## src/verilog/decoderPkg.sv

```systemverilog
`default_nettype none

package decoderPkg;

  // Widths with a meaning in the datapath
  typedef logic [31:0] instrT;
  typedef logic [5:0]  opcodeT;
  typedef logic [4:0]  aluCtrlT;
  typedef logic [3:0]  byteEnT;
  typedef logic [1:0]  extModeT;
  typedef logic [1:0]  aluSrcBT;
  typedef logic [2:0]  instrClassT;

  typedef enum logic [2:0] {
    stFetch   = 3'b000,
    stDecode  = 3'b001,
    stExec1   = 3'b010,
    stExec2   = 3'b011,
    stExec3   = 3'b100,
    stHalted  = 3'b101,
    stMemWait = 3'b110
  } stepT;

  // Opcode field position in the instruction word
  localparam int opcodeMsb = 31;
  localparam int opcodeLsb = 26;

  // Primary opcodes, branch codes as the datapath decodes them
  localparam opcodeT opAddiu = 6'b001001;
  localparam opcodeT opAndi  = 6'b001100;
  localparam opcodeT opOri   = 6'b001101;
  localparam opcodeT opXori  = 6'b001110;
  localparam opcodeT opLw    = 6'b100011;
  localparam opcodeT opLb    = 6'b100000;
  localparam opcodeT opLbu   = 6'b100100;
  localparam opcodeT opSw    = 6'b101011;
  localparam opcodeT opBeq   = 6'b000101;
  localparam opcodeT opBne   = 6'b000100;
  localparam opcodeT opJ     = 6'b000010;

  // ALU operation codes
  localparam aluCtrlT aluAnd          = 5'b00000;
  localparam aluCtrlT aluOr           = 5'b00001;
  localparam aluCtrlT aluAdd          = 5'b00010;
  localparam aluCtrlT aluXor          = 5'b00011;
  localparam aluCtrlT aluCmpEq        = 5'b01010;
  localparam aluCtrlT aluBranchTarget = 5'b01101;
  localparam aluCtrlT aluPassB        = 5'b10001;

  // Instruction classes
  localparam instrClassT clsAluImm   = 3'd0;
  localparam instrClassT clsLoad     = 3'd1;
  localparam instrClassT clsStore    = 3'd2;
  localparam instrClassT clsBranchEq = 3'd3;
  localparam instrClassT clsBranchNe = 3'd4;
  localparam instrClassT clsJump     = 3'd5;
  localparam instrClassT clsUnknown  = 3'd7;

  // Load extension and B-operand selects
  localparam extModeT extNone     = 2'd0;
  localparam extModeT extSignByte = 2'd2;

  localparam aluSrcBT srcBReg   = 2'd0;
  localparam aluSrcBT srcBFour  = 2'd1;
  localparam aluSrcBT srcBImm   = 2'd2;
  localparam aluSrcBT srcBShift = 2'd3;

endpackage

`default_nettype wire

```

## src/verilog/opcodeClassifier.sv

```systemverilog
`default_nettype none

module opcodeClassifier (
  input  decoderPkg::opcodeT     opcode,
  output decoderPkg::instrClassT instrClass,
  output decoderPkg::aluCtrlT    aluOp,
  output logic                   extSel,
  output decoderPkg::byteEnT     byteEnable,
  output decoderPkg::extModeT    extendMode
);

  always_comb begin
    // Word access, sign-extended immediate, address add
    instrClass = decoderPkg::clsUnknown;
    aluOp      = decoderPkg::aluAdd;
    extSel     = 1'b0;
    byteEnable = 4'b1111;
    extendMode = decoderPkg::extNone;

    case (opcode)
      decoderPkg::opAddiu: begin
        instrClass = decoderPkg::clsAluImm;
      end
      decoderPkg::opAndi: begin
        instrClass = decoderPkg::clsAluImm;
        aluOp      = decoderPkg::aluAnd;
        extSel     = 1'b1;
      end
      decoderPkg::opOri: begin
        instrClass = decoderPkg::clsAluImm;
        aluOp      = decoderPkg::aluOr;
        extSel     = 1'b1;
      end
      decoderPkg::opXori: begin
        instrClass = decoderPkg::clsAluImm;
        aluOp      = decoderPkg::aluXor;
        extSel     = 1'b1;
      end
      decoderPkg::opLw: begin
        instrClass = decoderPkg::clsLoad;
      end
      decoderPkg::opLb: begin
        instrClass = decoderPkg::clsLoad;
        byteEnable = 4'b0001;
        extendMode = decoderPkg::extSignByte;
      end
      decoderPkg::opLbu: begin
        // Zero-extended byte
        instrClass = decoderPkg::clsLoad;
        byteEnable = 4'b0001;
      end
      decoderPkg::opSw:  instrClass = decoderPkg::clsStore;
      decoderPkg::opBeq: instrClass = decoderPkg::clsBranchEq;
      decoderPkg::opBne: instrClass = decoderPkg::clsBranchNe;
      decoderPkg::opJ:   instrClass = decoderPkg::clsJump;
      default: begin
        instrClass = decoderPkg::clsUnknown;
      end
    endcase
  end

endmodule

`default_nettype wire

```

## src/verilog/controlSequencer.sv

```systemverilog
`default_nettype none

module controlSequencer (
  input  logic                   clk,
  input  logic                   reset,
  input  decoderPkg::instrClassT instrClass,
  input  logic                   waitRequest,
  input  logic                   outLsb,
  input  logic                   pcIsZero,
  output decoderPkg::stepT       step,
  output logic                   branchDelay,
  output logic                   active
);

  decoderPkg::stepT stepNext;
  logic             branchDelayNext;
  logic             isLoad;
  logic             needsExtra;

  assign isLoad     = (instrClass == decoderPkg::clsLoad);
  // ALU-immediate, load and store continue past the first execute step
  assign needsExtra = (instrClass == decoderPkg::clsAluImm) || isLoad ||
                      (instrClass == decoderPkg::clsStore);

  assign active = (step != decoderPkg::stHalted);

  always_comb begin
    stepNext = step;
    case (step)
      decoderPkg::stFetch,
      decoderPkg::stMemWait: begin
        stepNext = waitRequest ? decoderPkg::stMemWait : decoderPkg::stDecode;
      end
      decoderPkg::stDecode: stepNext = decoderPkg::stExec1;
      decoderPkg::stExec1: begin
        stepNext = needsExtra ? decoderPkg::stExec2 : decoderPkg::stFetch;
      end
      decoderPkg::stExec2: begin
        // Only a load waits on the data read
        if (isLoad) begin
          stepNext = waitRequest ? decoderPkg::stExec2 : decoderPkg::stExec3;
        end else begin
          stepNext = decoderPkg::stFetch;
        end
      end
      decoderPkg::stExec3:  stepNext = decoderPkg::stFetch;
      decoderPkg::stHalted: stepNext = decoderPkg::stHalted;
      default:              stepNext = decoderPkg::stHalted;
    endcase

    if (pcIsZero && (step != decoderPkg::stHalted)) begin
      stepNext = decoderPkg::stHalted;
    end
  end

  always_comb begin
    branchDelayNext = branchDelay;
    case (step)
      decoderPkg::stExec1: begin
        case (instrClass)
          decoderPkg::clsJump:     branchDelayNext = 1'b1;
          decoderPkg::clsBranchEq: branchDelayNext = outLsb;
          decoderPkg::clsBranchNe: branchDelayNext = !outLsb;
          default: begin
            // Unknown opcodes end here
            if (!needsExtra) begin
              branchDelayNext = 1'b0;
            end
          end
        endcase
      end
      decoderPkg::stExec2: begin
        if (!isLoad) begin
          branchDelayNext = 1'b0;
        end
      end
      decoderPkg::stExec3: branchDelayNext = 1'b0;
      default:             branchDelayNext = branchDelay;
    endcase
  end

  always_ff @(posedge clk) begin
    if (reset) begin
      step        <= decoderPkg::stFetch;
      branchDelay <= 1'b0;
    end else begin
      step        <= stepNext;
      branchDelay <= branchDelayNext;
    end
  end

endmodule

`default_nettype wire

```

## src/verilog/stepControl.sv

```systemverilog
`default_nettype none

module stepControl (
  input  decoderPkg::stepT       step,
  input  logic                   branchDelay,
  input  decoderPkg::instrClassT instrClass,
  input  decoderPkg::aluCtrlT    aluOp,
  output logic                   memRead,
  output logic                   memWrite,
  output logic                   irWrite,
  output logic                   pcWrite,
  output logic                   pcSrc,
  output logic                   iorD,
  output logic                   aluSrcA,
  output decoderPkg::aluSrcBT    aluSrcB,
  output decoderPkg::aluCtrlT    aluControl,
  output logic                   aluSel,
  output logic                   regWrite,
  output logic                   memToReg,
  output logic                   regDst
);

  always_comb begin
    memRead    = 1'b0;
    memWrite   = 1'b0;
    irWrite    = 1'b0;
    pcWrite    = 1'b0;
    pcSrc      = 1'b0;
    iorD       = 1'b0;
    aluSrcA    = 1'b0;
    aluSrcB    = decoderPkg::srcBReg;
    aluControl = decoderPkg::aluAdd;
    aluSel     = 1'b0;
    regWrite   = 1'b0;
    memToReg   = 1'b0;
    // Immediate forms only, so rt is always the destination
    regDst     = 1'b0;

    case (step)
      decoderPkg::stFetch: begin
        // PC + 4, or the target held in the ALU register
        memRead = 1'b1;
        pcWrite = 1'b1;
        pcSrc   = branchDelay;
        aluSrcB = decoderPkg::srcBFour;
      end
      decoderPkg::stMemWait: begin
        memRead = 1'b1;
      end
      decoderPkg::stDecode: begin
        // Branch target computed early from PC and offset
        irWrite    = 1'b1;
        aluSrcB    = decoderPkg::srcBShift;
        aluControl = decoderPkg::aluBranchTarget;
      end
      decoderPkg::stExec1: begin
        case (instrClass)
          decoderPkg::clsAluImm,
          decoderPkg::clsLoad,
          decoderPkg::clsStore: begin
            aluSrcA    = 1'b1;
            aluSrcB    = decoderPkg::srcBImm;
            aluControl = aluOp;
          end
          decoderPkg::clsBranchEq,
          decoderPkg::clsBranchNe: begin
            aluSrcA    = 1'b1;
            aluSrcB    = decoderPkg::srcBReg;
            aluControl = decoderPkg::aluCmpEq;
            aluSel     = 1'b1;
          end
          decoderPkg::clsJump: begin
            aluSrcB    = decoderPkg::srcBShift;
            aluControl = decoderPkg::aluPassB;
          end
          default: aluControl = decoderPkg::aluAdd;
        endcase
      end
      decoderPkg::stExec2: begin
        case (instrClass)
          decoderPkg::clsLoad: begin
            memRead = 1'b1;
            iorD    = 1'b1;
            aluSel  = 1'b1;
          end
          decoderPkg::clsStore: begin
            memWrite = 1'b1;
            iorD     = 1'b1;
          end
          decoderPkg::clsAluImm: begin
            regWrite = 1'b1;
            memToReg = 1'b1;
            aluSel   = 1'b1;
          end
          default: regWrite = 1'b0;
        endcase
      end
      decoderPkg::stExec3: begin
        // Load data written back from the memory path
        regWrite = (instrClass == decoderPkg::clsLoad);
      end
      default: regWrite = 1'b0;
    endcase
  end

endmodule

`default_nettype wire

```

## src/verilog/decoderTop.sv

```systemverilog
`default_nettype none

module decoderTop (
  input  logic                clk,
  input  logic                reset,
  input  decoderPkg::instrT   instr,
  input  logic                waitRequest,
  input  logic                outLsb,
  input  logic                pcIsZero,
  output logic                memRead,
  output logic                memWrite,
  output decoderPkg::byteEnT  byteEnable,
  output decoderPkg::extModeT extendMode,
  output logic                irWrite,
  output logic                pcWrite,
  output logic                pcSrc,
  output logic                iorD,
  output logic                aluSrcA,
  output decoderPkg::aluSrcBT aluSrcB,
  output decoderPkg::aluCtrlT aluControl,
  output logic                aluSel,
  output logic                extSel,
  output logic                regWrite,
  output logic                memToReg,
  output logic                regDst,
  output logic                active,
  output decoderPkg::stepT    step,
  output logic                branchDelay
);

  decoderPkg::opcodeT     opcode;
  decoderPkg::instrClassT instrClass;
  decoderPkg::aluCtrlT    aluOp;

  assign opcode = instr[decoderPkg::opcodeMsb:decoderPkg::opcodeLsb];

  opcodeClassifier classifier0 (
    .opcode     (opcode),
    .instrClass (instrClass),
    .aluOp      (aluOp),
    .extSel     (extSel),
    .byteEnable (byteEnable),
    .extendMode (extendMode)
  );

  controlSequencer sequencer0 (
    .clk         (clk),
    .reset       (reset),
    .instrClass  (instrClass),
    .waitRequest (waitRequest),
    .outLsb      (outLsb),
    .pcIsZero    (pcIsZero),
    .step        (step),
    .branchDelay (branchDelay),
    .active      (active)
  );

  stepControl control0 (
    .step        (step),
    .branchDelay (branchDelay),
    .instrClass  (instrClass),
    .aluOp       (aluOp),
    .memRead     (memRead),
    .memWrite    (memWrite),
    .irWrite     (irWrite),
    .pcWrite     (pcWrite),
    .pcSrc       (pcSrc),
    .iorD        (iorD),
    .aluSrcA     (aluSrcA),
    .aluSrcB     (aluSrcB),
    .aluControl  (aluControl),
    .aluSel      (aluSel),
    .regWrite    (regWrite),
    .memToReg    (memToReg),
    .regDst      (regDst)
  );

endmodule

`default_nettype wire

```

## config.mk

```make
export PLATFORM = sky130hd
export DESIGN_NAME = decoderTop
export DESIGN_NICKNAME = d
export VERILOG_FILES = /design/src/verilog/decoderPkg.sv /design/src/verilog/opcodeClassifier.sv /design/src/verilog/controlSequencer.sv /design/src/verilog/stepControl.sv /design/src/verilog/decoderTop.sv
export SDC_FILE = /design/constraint.sdc
export NUM_CORES = 1
export LEC_CHECK = 0
export BUFFER_PORTS_ARGS = -buffer_cell sky130_fd_sc_hd__buf_2
export CAP_MARGIN = 10
export CORE_ASPECT_RATIO = 0.7
export CORE_MARGIN = 1.5
export CORE_UTILIZATION = 40
export DETAILED_ROUTE_END_ITERATION = 16
export GPL_TIMING_DRIVEN = 1
export PLACE_DENSITY = 0.84
export SLEW_MARGIN = 20
export SYNTH_ARGS = -nofsm -noshare
export SYNTH_HDL_FRONTEND = slang
export SYNTH_HIERARCHICAL = 1
export SYNTH_SLANG_ARGS = --single-unit
```

## constraint.sdc

```tcl
create_clock -name clk -period 3.3 [get_ports clk]
set_clock_uncertainty 0.1 [all_clocks]
set_input_delay 0.66 -clock clk [delete_from_list [all_inputs] [get_ports clk]]
set_output_delay 0.66 -clock clk [all_outputs]
set_load 0.01 [all_outputs]
```

# Yosys cells after proc, flatten, opt, wreduce, memory -nomap -nowiden
# Cells that the tools add are included.
# totals
ff_bits	4
in_bits	37
out_inout_bits	30
wordCells	82
# classes
eq_ne	24
n_mux	36
reduce_logical	19
# op_table
op	n
== test 6 x 4 -> 1 bit (second input constant)	4
== test 6 bit (second input constant)	4
case mux 3 bit (6 select lines)	1
two-way mux 1 bit	17
case mux 3 bit (5 select lines)	1
case mux 5 bit (3 select lines)	1
== test 3 x 2 -> 1 bit (second input constant)	4
== test 3 bit (second input constant)	4
== test 6 x 3 -> 1 bit (second input constant)	2
two-way mux 3 bit	4
case mux 2 bit (3 select lines)	2
OR reduction 2 bit	6
case mux 5 bit (2 select lines)	1
OR reduction 3 bit	3
== test 3 x 1 -> 1 bit (second input constant)	2
== test 6 x 2 -> 1 bit (second input constant)	1
zero test 3 bit	2
case mux 1 bit (2 select lines)	3
case mux 1 bit (3 select lines)	2
!= test 5 x 2 -> 1 bit (second input constant)	1
OR reduction 5 bit	1
two-way mux 2 bit	2
two-way mux 4 bit	1
case mux 2 bit (2 select lines)	1
8 further kinds	9

# Longest topological paths before layout
# Gate-level depths: netlist of run 1.
# logic_depth
depth_word	9
depth_mapped	9

# Cells and area by module
# Netlist of run 1, hierarchy kept.
# by_module_without_submodules
module	instances	cells_per_inst	area_each_um2	seq_area_each_um2
stepControl	1	54	334.1	0.0
controlSequencer	1	37	316.6	80.1
opcodeClassifier	1	40	232.7	0.0

# Least setup slack after synthesis of run 1
# Ideal clock, no wire load.
# synth_path
path_type	in2out
from	input port instr[26]
to	output port aluSel
t_arrival_ns	2.422
required_ns	2.540
path_slack_ns	0.118
path_stages	8
path_cell_list	buf_2 nor2b_1 o21ai_1 nand2_1 o21ai_0 nand2b_4 or3_1 a311oi_2
# synth_between
elab_chain_cells	7
elab_cells_between_ends	23
classes_between	eq/ne (14); mux (4); reduce/logical (5)
# synth_rtl
item	line_no	source
from (decl)	decoderTop.sv:6	input decoderPkg::instrT instr,
== test 6 x 4 -> 1 bit / == test 6 bit (equally long branches)	opcodeClassifier.sv:20	case (opcode)
OR reduction 4 bit (no line) / OR reduction 3 bit (equally long branches)	-	
case mux 3 bit (6 select lines) *	opcodeClassifier.sv:20	
named net instrClass[2]	decoderTop.sv:32	decoderPkg::instrClassT instrClass;
== test 3 x 1 -> 1 bit, or another cell as far along	stepControl.sv:80	case (instrClass)
OR reduction 2 bit (on tied branches)	-	
two-way mux 1 bit (on tied branches)	stepControl.sv:80, stepControl.sv:57	
case mux 1 bit (2 select lines) *	stepControl.sv:39	case (step)
to (decl)	decoderTop.sv:21	output logic aluSel,
# The timed path passes the listed nets; every way through them passes the cells marked *.

# Worst setup path in the final report of run 1
# layout_path
from	input port instr[29]
to	output port aluSel
# Same word-level chain as after synthesis.

==> metrics.md, run 1 <==
| Metric | Value |
|---|---|
| Final net count | `199` |
| Final design utilization | `0.499` |
| Leakage | `0.500 nW` |
| Critical Path AT | `approximately 2.4 ns` |
| Gr busiest metal | `met1` |
| Worst path most repeated cell | `buf_2` |
| Vias per inst | `4.96` |
| Ant. Diodes | `0` |
| Count of final setup violators | `0` |
| Number of synthesized flops with an enable pin | `0` |
| Total CTS buffers | `3` |
| Cell taking the most area after synthesis | `dfxtp_1` |
| Max stage delay cell, worst path | `or3_1` |
| Post-Syn Instances | `131` |
| Clock Sink Count | `4` |
| Syn Area/Cell | `~6.7 sq um` |
| Max Cap Viol | `0` |
| Post-DP HPWL | `1480 um` |
| Share of layout cells above drive strength 1 | `0.325` |
| Crit path max fanout | `7` |
| GRT Residual Overflow | `0` |
| Fin cells | `192` |
| DRC | `0` |
| Switching Fraction | `0.418` |
| Reg-to-Reg Start | `sequencer0/step[1]$_SDFF_PP0_` |
| I/O Pins | `67` |
| Clk_lat worst skew | `0.25 ns` |
| Met3 Use GR | `0.0401` |
| Power Density | `between 200 and 250 mW/mm^2` |
| Post-route setup TNS | `0 ns` |
| Post-synthesis cell area | `883 sq um` |
| Met2 GRT Util | `0.227` |
| TritonCTS clock tree | `yes` |
| Drt pass-1 iters | `4` |
| P&R area growth vs syn | `19.7%` |
| Routed WL | `2020 um` |
| Primary FF master, synth | `dfxtp_1` |
| Die Footprint | `between 0.002 and 0.003 sq mm` |
| Comb power frac | `0.452` |
| Crit path launch type | `input port` |
| Number of synthesized register bits | `4` |
| Flop pwr share | `0.274` |
| Vias post-DR | `about 950` |
| Cell Rows | `14` |
| Asr flop ratio synth | `0` |
| Root buffer cell | `clkbuf_4` |
| Count of final max-slew check failures | `0` |
| Clock network power share | `0.274` |
| Initial DRC count | `46` |
| Worst-Margin Slew | `0.670 ns` |
| CP startpoint | `instr[29]` |
| Total Power | `0.242 mW` |
| Fin. Hold Viols | `0` |
| Die Ht | `42.3 um` |
| Crit path max-delay family | `simple AND/OR/NAND/NOR gates` |
| CTS H-tree lvls | `1` |
| Maximum clock path buffer count | `2` |
| Wire length per cell | `10.5 um` |
| WP data required | `2.54 ns` |
| Final worst setup slack | `0.163 ns` |
| Port Buffers | `37` |
| Vias in the first global route | `roughly 750` |
| Nature of the critical path endpoint | `output port` |
| Register area share after synthesis | `0.0907` |
| Crit-path cells | `buf_2 > or3_1 > a31oi_1 > o21ai_2 > or3b_1 > a311oi_2 > buf_2` |
| Post-CTS Repair Setup Buffers | `0` |
| Largest stage delay, worst path | `0.38 ns` |
| Status | `finished clean` |
| Yosys cell types | `45` |
| Core area | `0.00212 sq mm` |
| Initial core utilization | `0.417` |
| Hold path start | `sequencer0/branchDelay$_SDFFE_PP0P_` |
| First-pass GRT wire length | `3240 um` |
| Tot GR Track Use | `0.161` |
| Type of the tightest min-delay check | `reg2reg` |
| Peak VDD IR | `0.0882 mV` |
| Max Clock Freq | `319 MHz` |
| RSZ-0062 raised after global routing | `false` |
| Final period utilization | `0.950` |
| Largest net degree at the start of global routing | `23` |
| Crit path time final | `3.14 ns` |
| Clock transition at the registers of the reported paths | `0.04 ns` |
| CP bufs+invs | `2` |
| Final GP Congestion | `0.880` |
| Met1 usage | `0.247` |
| # placed instances | `189` |
| CP Class | `in2out` |
| P_sw | `between 0.1 and 0.15 mW` |
| Max transition margin | `0.553` |
| Top cell type's share of synthesized area | `0.0907` |
| Internal | `between 0.1 and 0.15 mW` |
| Initial antenna violation count | `0` |
| Most area-consuming cells after synthesis | `dfxtp_1 (9.1%), buf_4 (6.8%), nor2b_1 (6.4%)` |
| Die W | `59.2 um` |
| Syn. warnings | `6` |
| Post-route ant nets | `0` |
| Pre-CTS setup slack | `between 0.09 and 0.1 ns` |
[cell usage after synthesis (4+ instances only)]
cell type  number
and2_1          4
nand3_1         4
nor2b_1         9
buf_2           8
nand2_1        12
a21oi_1         6
nor2_1          9
buf_4           8
nor3_1          6
or3_1           5
inv_1           7
dfxtp_1         4
o21ai_0         4
[cells by family after synthesis]
group	share of synthesized area
flip-flops	0.0907
multiplexers	0.0113
AND/OR/NAND/NOR	0.459
other	0.0127
buffers and inverters	0.169
XOR/XNOR	0.0298
AO/OA/AOI/OAI	0.228
[power by group through the flow]
stage	clock network (mW)	logic [mW]	registers [mW]
after global placement	0	0.105	0.0669
after CTS	0.0661	0.107	0.0659
final	0.0662	0.109	0.0663
after detailed placement	0	0.107	0.0667
after floorplan	0	0.0889	0.0570
after global routing	0.0686	0.122	0.0677
[through the flow]
stage | instance area, sq um | hold slack, ns
CTS | 1050 | 0.431
floorplan | 895 | 0.434
detailed placement | 1030 | 0.426
global placement | 1030 | 0.421
global route | 1060 | 0.470
finish | 1060 | 0.456
[layout by cell type, fill, tap and decap left out, types with 2 or more instances in the layout]
cell type	instances
nor2b_1	9
nor3_1	6
conb_1	6
a21oi_1	5
a311oi_2	2
or3b_1	2
and2_1	4
nand2_1	12
nor2_1	9
clkbuf_4	3
xnor2_1	2
dfxtp_1	4
nand4b_1	3
buf_2	37
buf_4	4
a31oi_1	2
o21ai_1	2
inv_1	7
or3_1	5
nand3b_1	3
o21ai_0	3
nand3_1	4
o22ai_1	2
[metal layers]
metal / up-vias / part of all wire
met5: - / 0
met2: 33 / 0.40
met3: 0 / 0.054
li1: 507 / -
met4: 0 / 0
met1: 412 / 0.55
[worst reg2reg max path, stage by stage (launching register included)]
cell,delay [ns]
dfxtp_1,0.74
nor2b_1,0.34
a21boi_1,0.30
o22ai_1,0.13
[what timing repair did]
| action | CTS | global route |
|---|---|---|
| resized for setup | 0 | 2 |
| setup endpoints to repair | 0 | 1 |
| hold buffers | 0 | 0 |
[cell type report]
cell class | count | area, sq um
multi-input combinational | 105 | 673
timing repair buffer | 41 | 215
tap | 32 | 40.0
inverter | 7 | 26.3
clock buffer | 3 | 22.5
sequential | 4 | 80.1
fill | 223 | 1060
[final timing paths]
| path | slack, ns | cells after the start | to |
|---|---|---|---|
| hold reg to reg | 0.46 | 2 | sequencer0/branchDelay$_SDFFE_PP0P_ |
| hold / removal | 0.46 | 2 | sequencer0/branchDelay$_SDFFE_PP0P_ |
| setup / recovery | 0.16 | 7 | aluSel |
| setup reg to reg | 1.58 | 3 | sequencer0/branchDelay$_SDFFE_PP0P_ |
[state kept, by name, summed over array words and instances (netlist names)]
signal / count
sequencer0/step: 3
sequencer0/branchDelay: 1
Note: power is estimated with default switching activity, not from simulation.
==> run 2: changes to the inputs <==
- CAP_MARGIN: 10 -> unset
- CORE_UTILIZATION: 40 -> 41
- CTS_BUF_LIST: unset -> sky130_fd_sc_hd__clkbuf_8
- PLACE_DENSITY: 0.84 -> 0.86
==> run 2 against run 1 <==
  * Count of clock-buffer cells in the layout unchanged
  * Largest power group unchanged
  * Via count increased by 9.3%
  * Register-to-register slack worse by 0.03 ns
  * Critical path type unchanged
  * Design area increased by 3.6%
  * Combinational power up 12%
  * Sequential share of layout area is 0.26 points lower
  * Power rose by 19%
  * Final cell count is 4.7% lower
  * Non-clock buffer count increased by 1
==> metrics.md, run 2 (synthesis results as in run 1) <==
| Metric | Value |
|---|---|
| Post-route setup TNS | `0 ns` |
| Leakage | `roughly 0.52 nW` |
| Filler Cell Count | `184` |
| P_sw | `0.106 mW` |
| Commonest non-fill, non-tap cell in the layout | `buf_2` |
| WHS Endpoint | `sequencer0/branchDelay$_SDFFE_PP0P_` |
| Initial core utilization | `0.456` |
| Largest registers | `sequencer0/step: 3 flops, sequencer0/branchDelay: 1 flops` |
| Die W | `58.5 um` |
| Final worst setup slack | `about 0.11 ns` |
| First-pass GRT wire length | `3610 um` |
| Clock network power share | `0.353` |
| Total CTS buffers | `3` |
| Post-route ant nets | `0` |
| Drt pass-1 iters | `4` |
| FF-to-FF setup slack | `roughly 1.6 ns` |
| Internal | `0.181 mW` |
| Reg-to-Reg Start | `sequencer0/step[1]$_SDFF_PP0_` |
| Post-route design area | `between 0.001 and 0.0015 sq mm` |
| Largest net degree at the start of global routing | `20` |
| P&R area growth vs syn | `23.9%` |
| Hold path start | `sequencer0/branchDelay$_SDFFE_PP0P_` |
| Hold Crit Depth | `2` |
| GRT Residual Overflow | `0` |
| Switching Fraction | `0.368` |
| Register area | `80.1 sq um` |
| Maximum clock path buffer count | `2` |
| Post-CTS Repair Setup Buffers | `0` |
| Share of layout cells above drive strength 1 | `0.335` |
| Tot GR Track Use | `0.182` |
| Flop pwr share | `0.223` |
| Max reg flops | `3` |
| Area of the multi-input gates | `684 sq um` |
| Type of the tightest min-delay check | `reg2reg` |
| Clock transition at the registers of the reported paths | `0.03 ns` |
| Crit path time final | `3.19 ns` |
| Dpl cell area | `0.00103 sq mm` |
| Power Density | `262 mW/mm^2` |
| RR Endpoint | `sequencer0/branchDelay$_SDFFE_PP0P_` |
| TritonCTS clock tree | `yes` |
| Final net count | `200` |
| Crit path launch type | `input port` |
| Max Cap Viol | `0` |
| Vias per inst | `5.69` |
| DRC | `0` |
| Largest reg by FF count | `sequencer0/step` |
| Root buffer cell | `clkbuf_8` |
| Most frequent cells in the layout | `buf_2 (37), nand2_1 (12), nor2_1 (9), nor2b_1 (9), inv_1 (7)` |
| CTS Hold Bufs | `0` |
| Wire length per cell | `between 10 and 15 um` |
| Die Ht | `41.8 um` |
| R2R cell count | `3` |
| Max Clock Freq | `313 MHz` |
| Routed WL | `between 2000 and 2500 um` |
| Initial DRC count | `38` |
| Final period utilization | `0.968` |
| Initial antenna violation count | `0` |
| Hold Slack | `0.474 ns` |
| Fin. Hold Viols | `0` |
| Status | `finished clean` |
| Vias post-DR | `1041` |
| I/O Pins | `67` |
| Comb power frac | `0.425` |
| Nature of the critical path endpoint | `output port` |
| Critical Path AT | `2.43 ns` |
| CP Class | `in2out` |
| Core area | `around 0.0019 sq mm` |
| Max transition margin | `0.557` |
| Final GP Congestion | `0.890` |
| Clock Sink Count | `4` |
| CTS H-tree lvls | `1` |
| Pre-CTS setup slack | `-0.0452 ns` |
| Peak VDD IR | `0.0975 mV` |
| Post-DP HPWL | `between 1500 and 2000 um` |
| Clk_lat worst skew | `0.21 ns` |
| Vias in the first global route | `830` |
| Ant. Diodes | `0` |
| Count of final setup violators | `0` |
| Count of final max-slew check failures | `0` |
| Die Footprint | `between 0.002 and 0.0025 sq mm` |
| Worst-Margin Slew | `0.663 ns` |
| Crit path max fanout | `10` |
| Cell Rows | `13` |
| CP startpoint | `instr[26]` |
| Port Buffers | `37` |
| WP data required | `2.54 ns` |
==> run 2: per-layer routing <==
| layer | up-vias | wire length, um | global-route usage |
|---|---|---|---|
| li1 | 509 | - | - |
| met1 | 492 | 1070 | 0.231 |
| met2 | 38 | 1220 | 0.308 |
| met3 | 2 | 111 | 0.0312 |
| met4 | 0 | 16 | 0.0605 |
| met5 | - | 0 | 0 |
==> run 2: cell type report <==
cell class              instances  area share
multi-input cells             105       0.625
repair buffers                 42       0.215
well taps                      22      0.0251
inverters                       7      0.0240
clock buffers                   3      0.0377
flip-flops and latches          4      0.0731
==> run 2: worst max path at each step <==
stage / to / slack [ns] / depth (start not counted)
after detailed placement: aluSel / -0.05 / 9
after CTS: aluSel / 0.08 / 10
after global placement: aluSel / 0.11 / 9
final: aluSel / 0.11 / 9
after global routing: aluSel / -0.02 / 9
after floorplan: aluSel / 0.12 / 8
==> run 2: power groups by stage <==
stage,Sequential [mW],Clock [mW],Combinational [mW]
4_1_cts,0.0633,0.103,0.118
6_report,0.0639,0.101,0.122
5_1_grt,0.0645,0.108,0.133
3_3_place_gp,0.0632,0,0.110
3_5_place_dp,0.0638,0,0.117
2_1_floorplan,0.0570,0,0.0889
==> run 2: through the flow <==
| stage | utilization | instances | power [mW] |
|---|---|---|---|
| 2_1_floorplan | - | 134 | 0.146 |
| 3_3_place_gp | 0.535 | 180 | 0.173 |
| 3_5_place_dp | 0.535 | 180 | 0.181 |
| 6_report | 0.566 | 183 | 0.287 |
| 4_1_cts | 0.558 | 183 | 0.284 |
| 5_1_grt | 0.566 | 183 | 0.305 |
==> run 2: timing repair <==
item,CTS,global route
endpoints found under the hold margin,0,0
resized for setup,1,3
pin swaps,0,2
endpoints found under the setup margin,1,3
==> run 2: worst max-delay path, stage by stage <==
cell	delay (ns)
buf_2	0.16
nor2b_1	0.17
o21ai_2	0.18
nand2_1	0.12
a21oi_4	0.22
nand2_1	0.13
or3_1	0.35
a311oi_2	0.28
buf_2	0.17
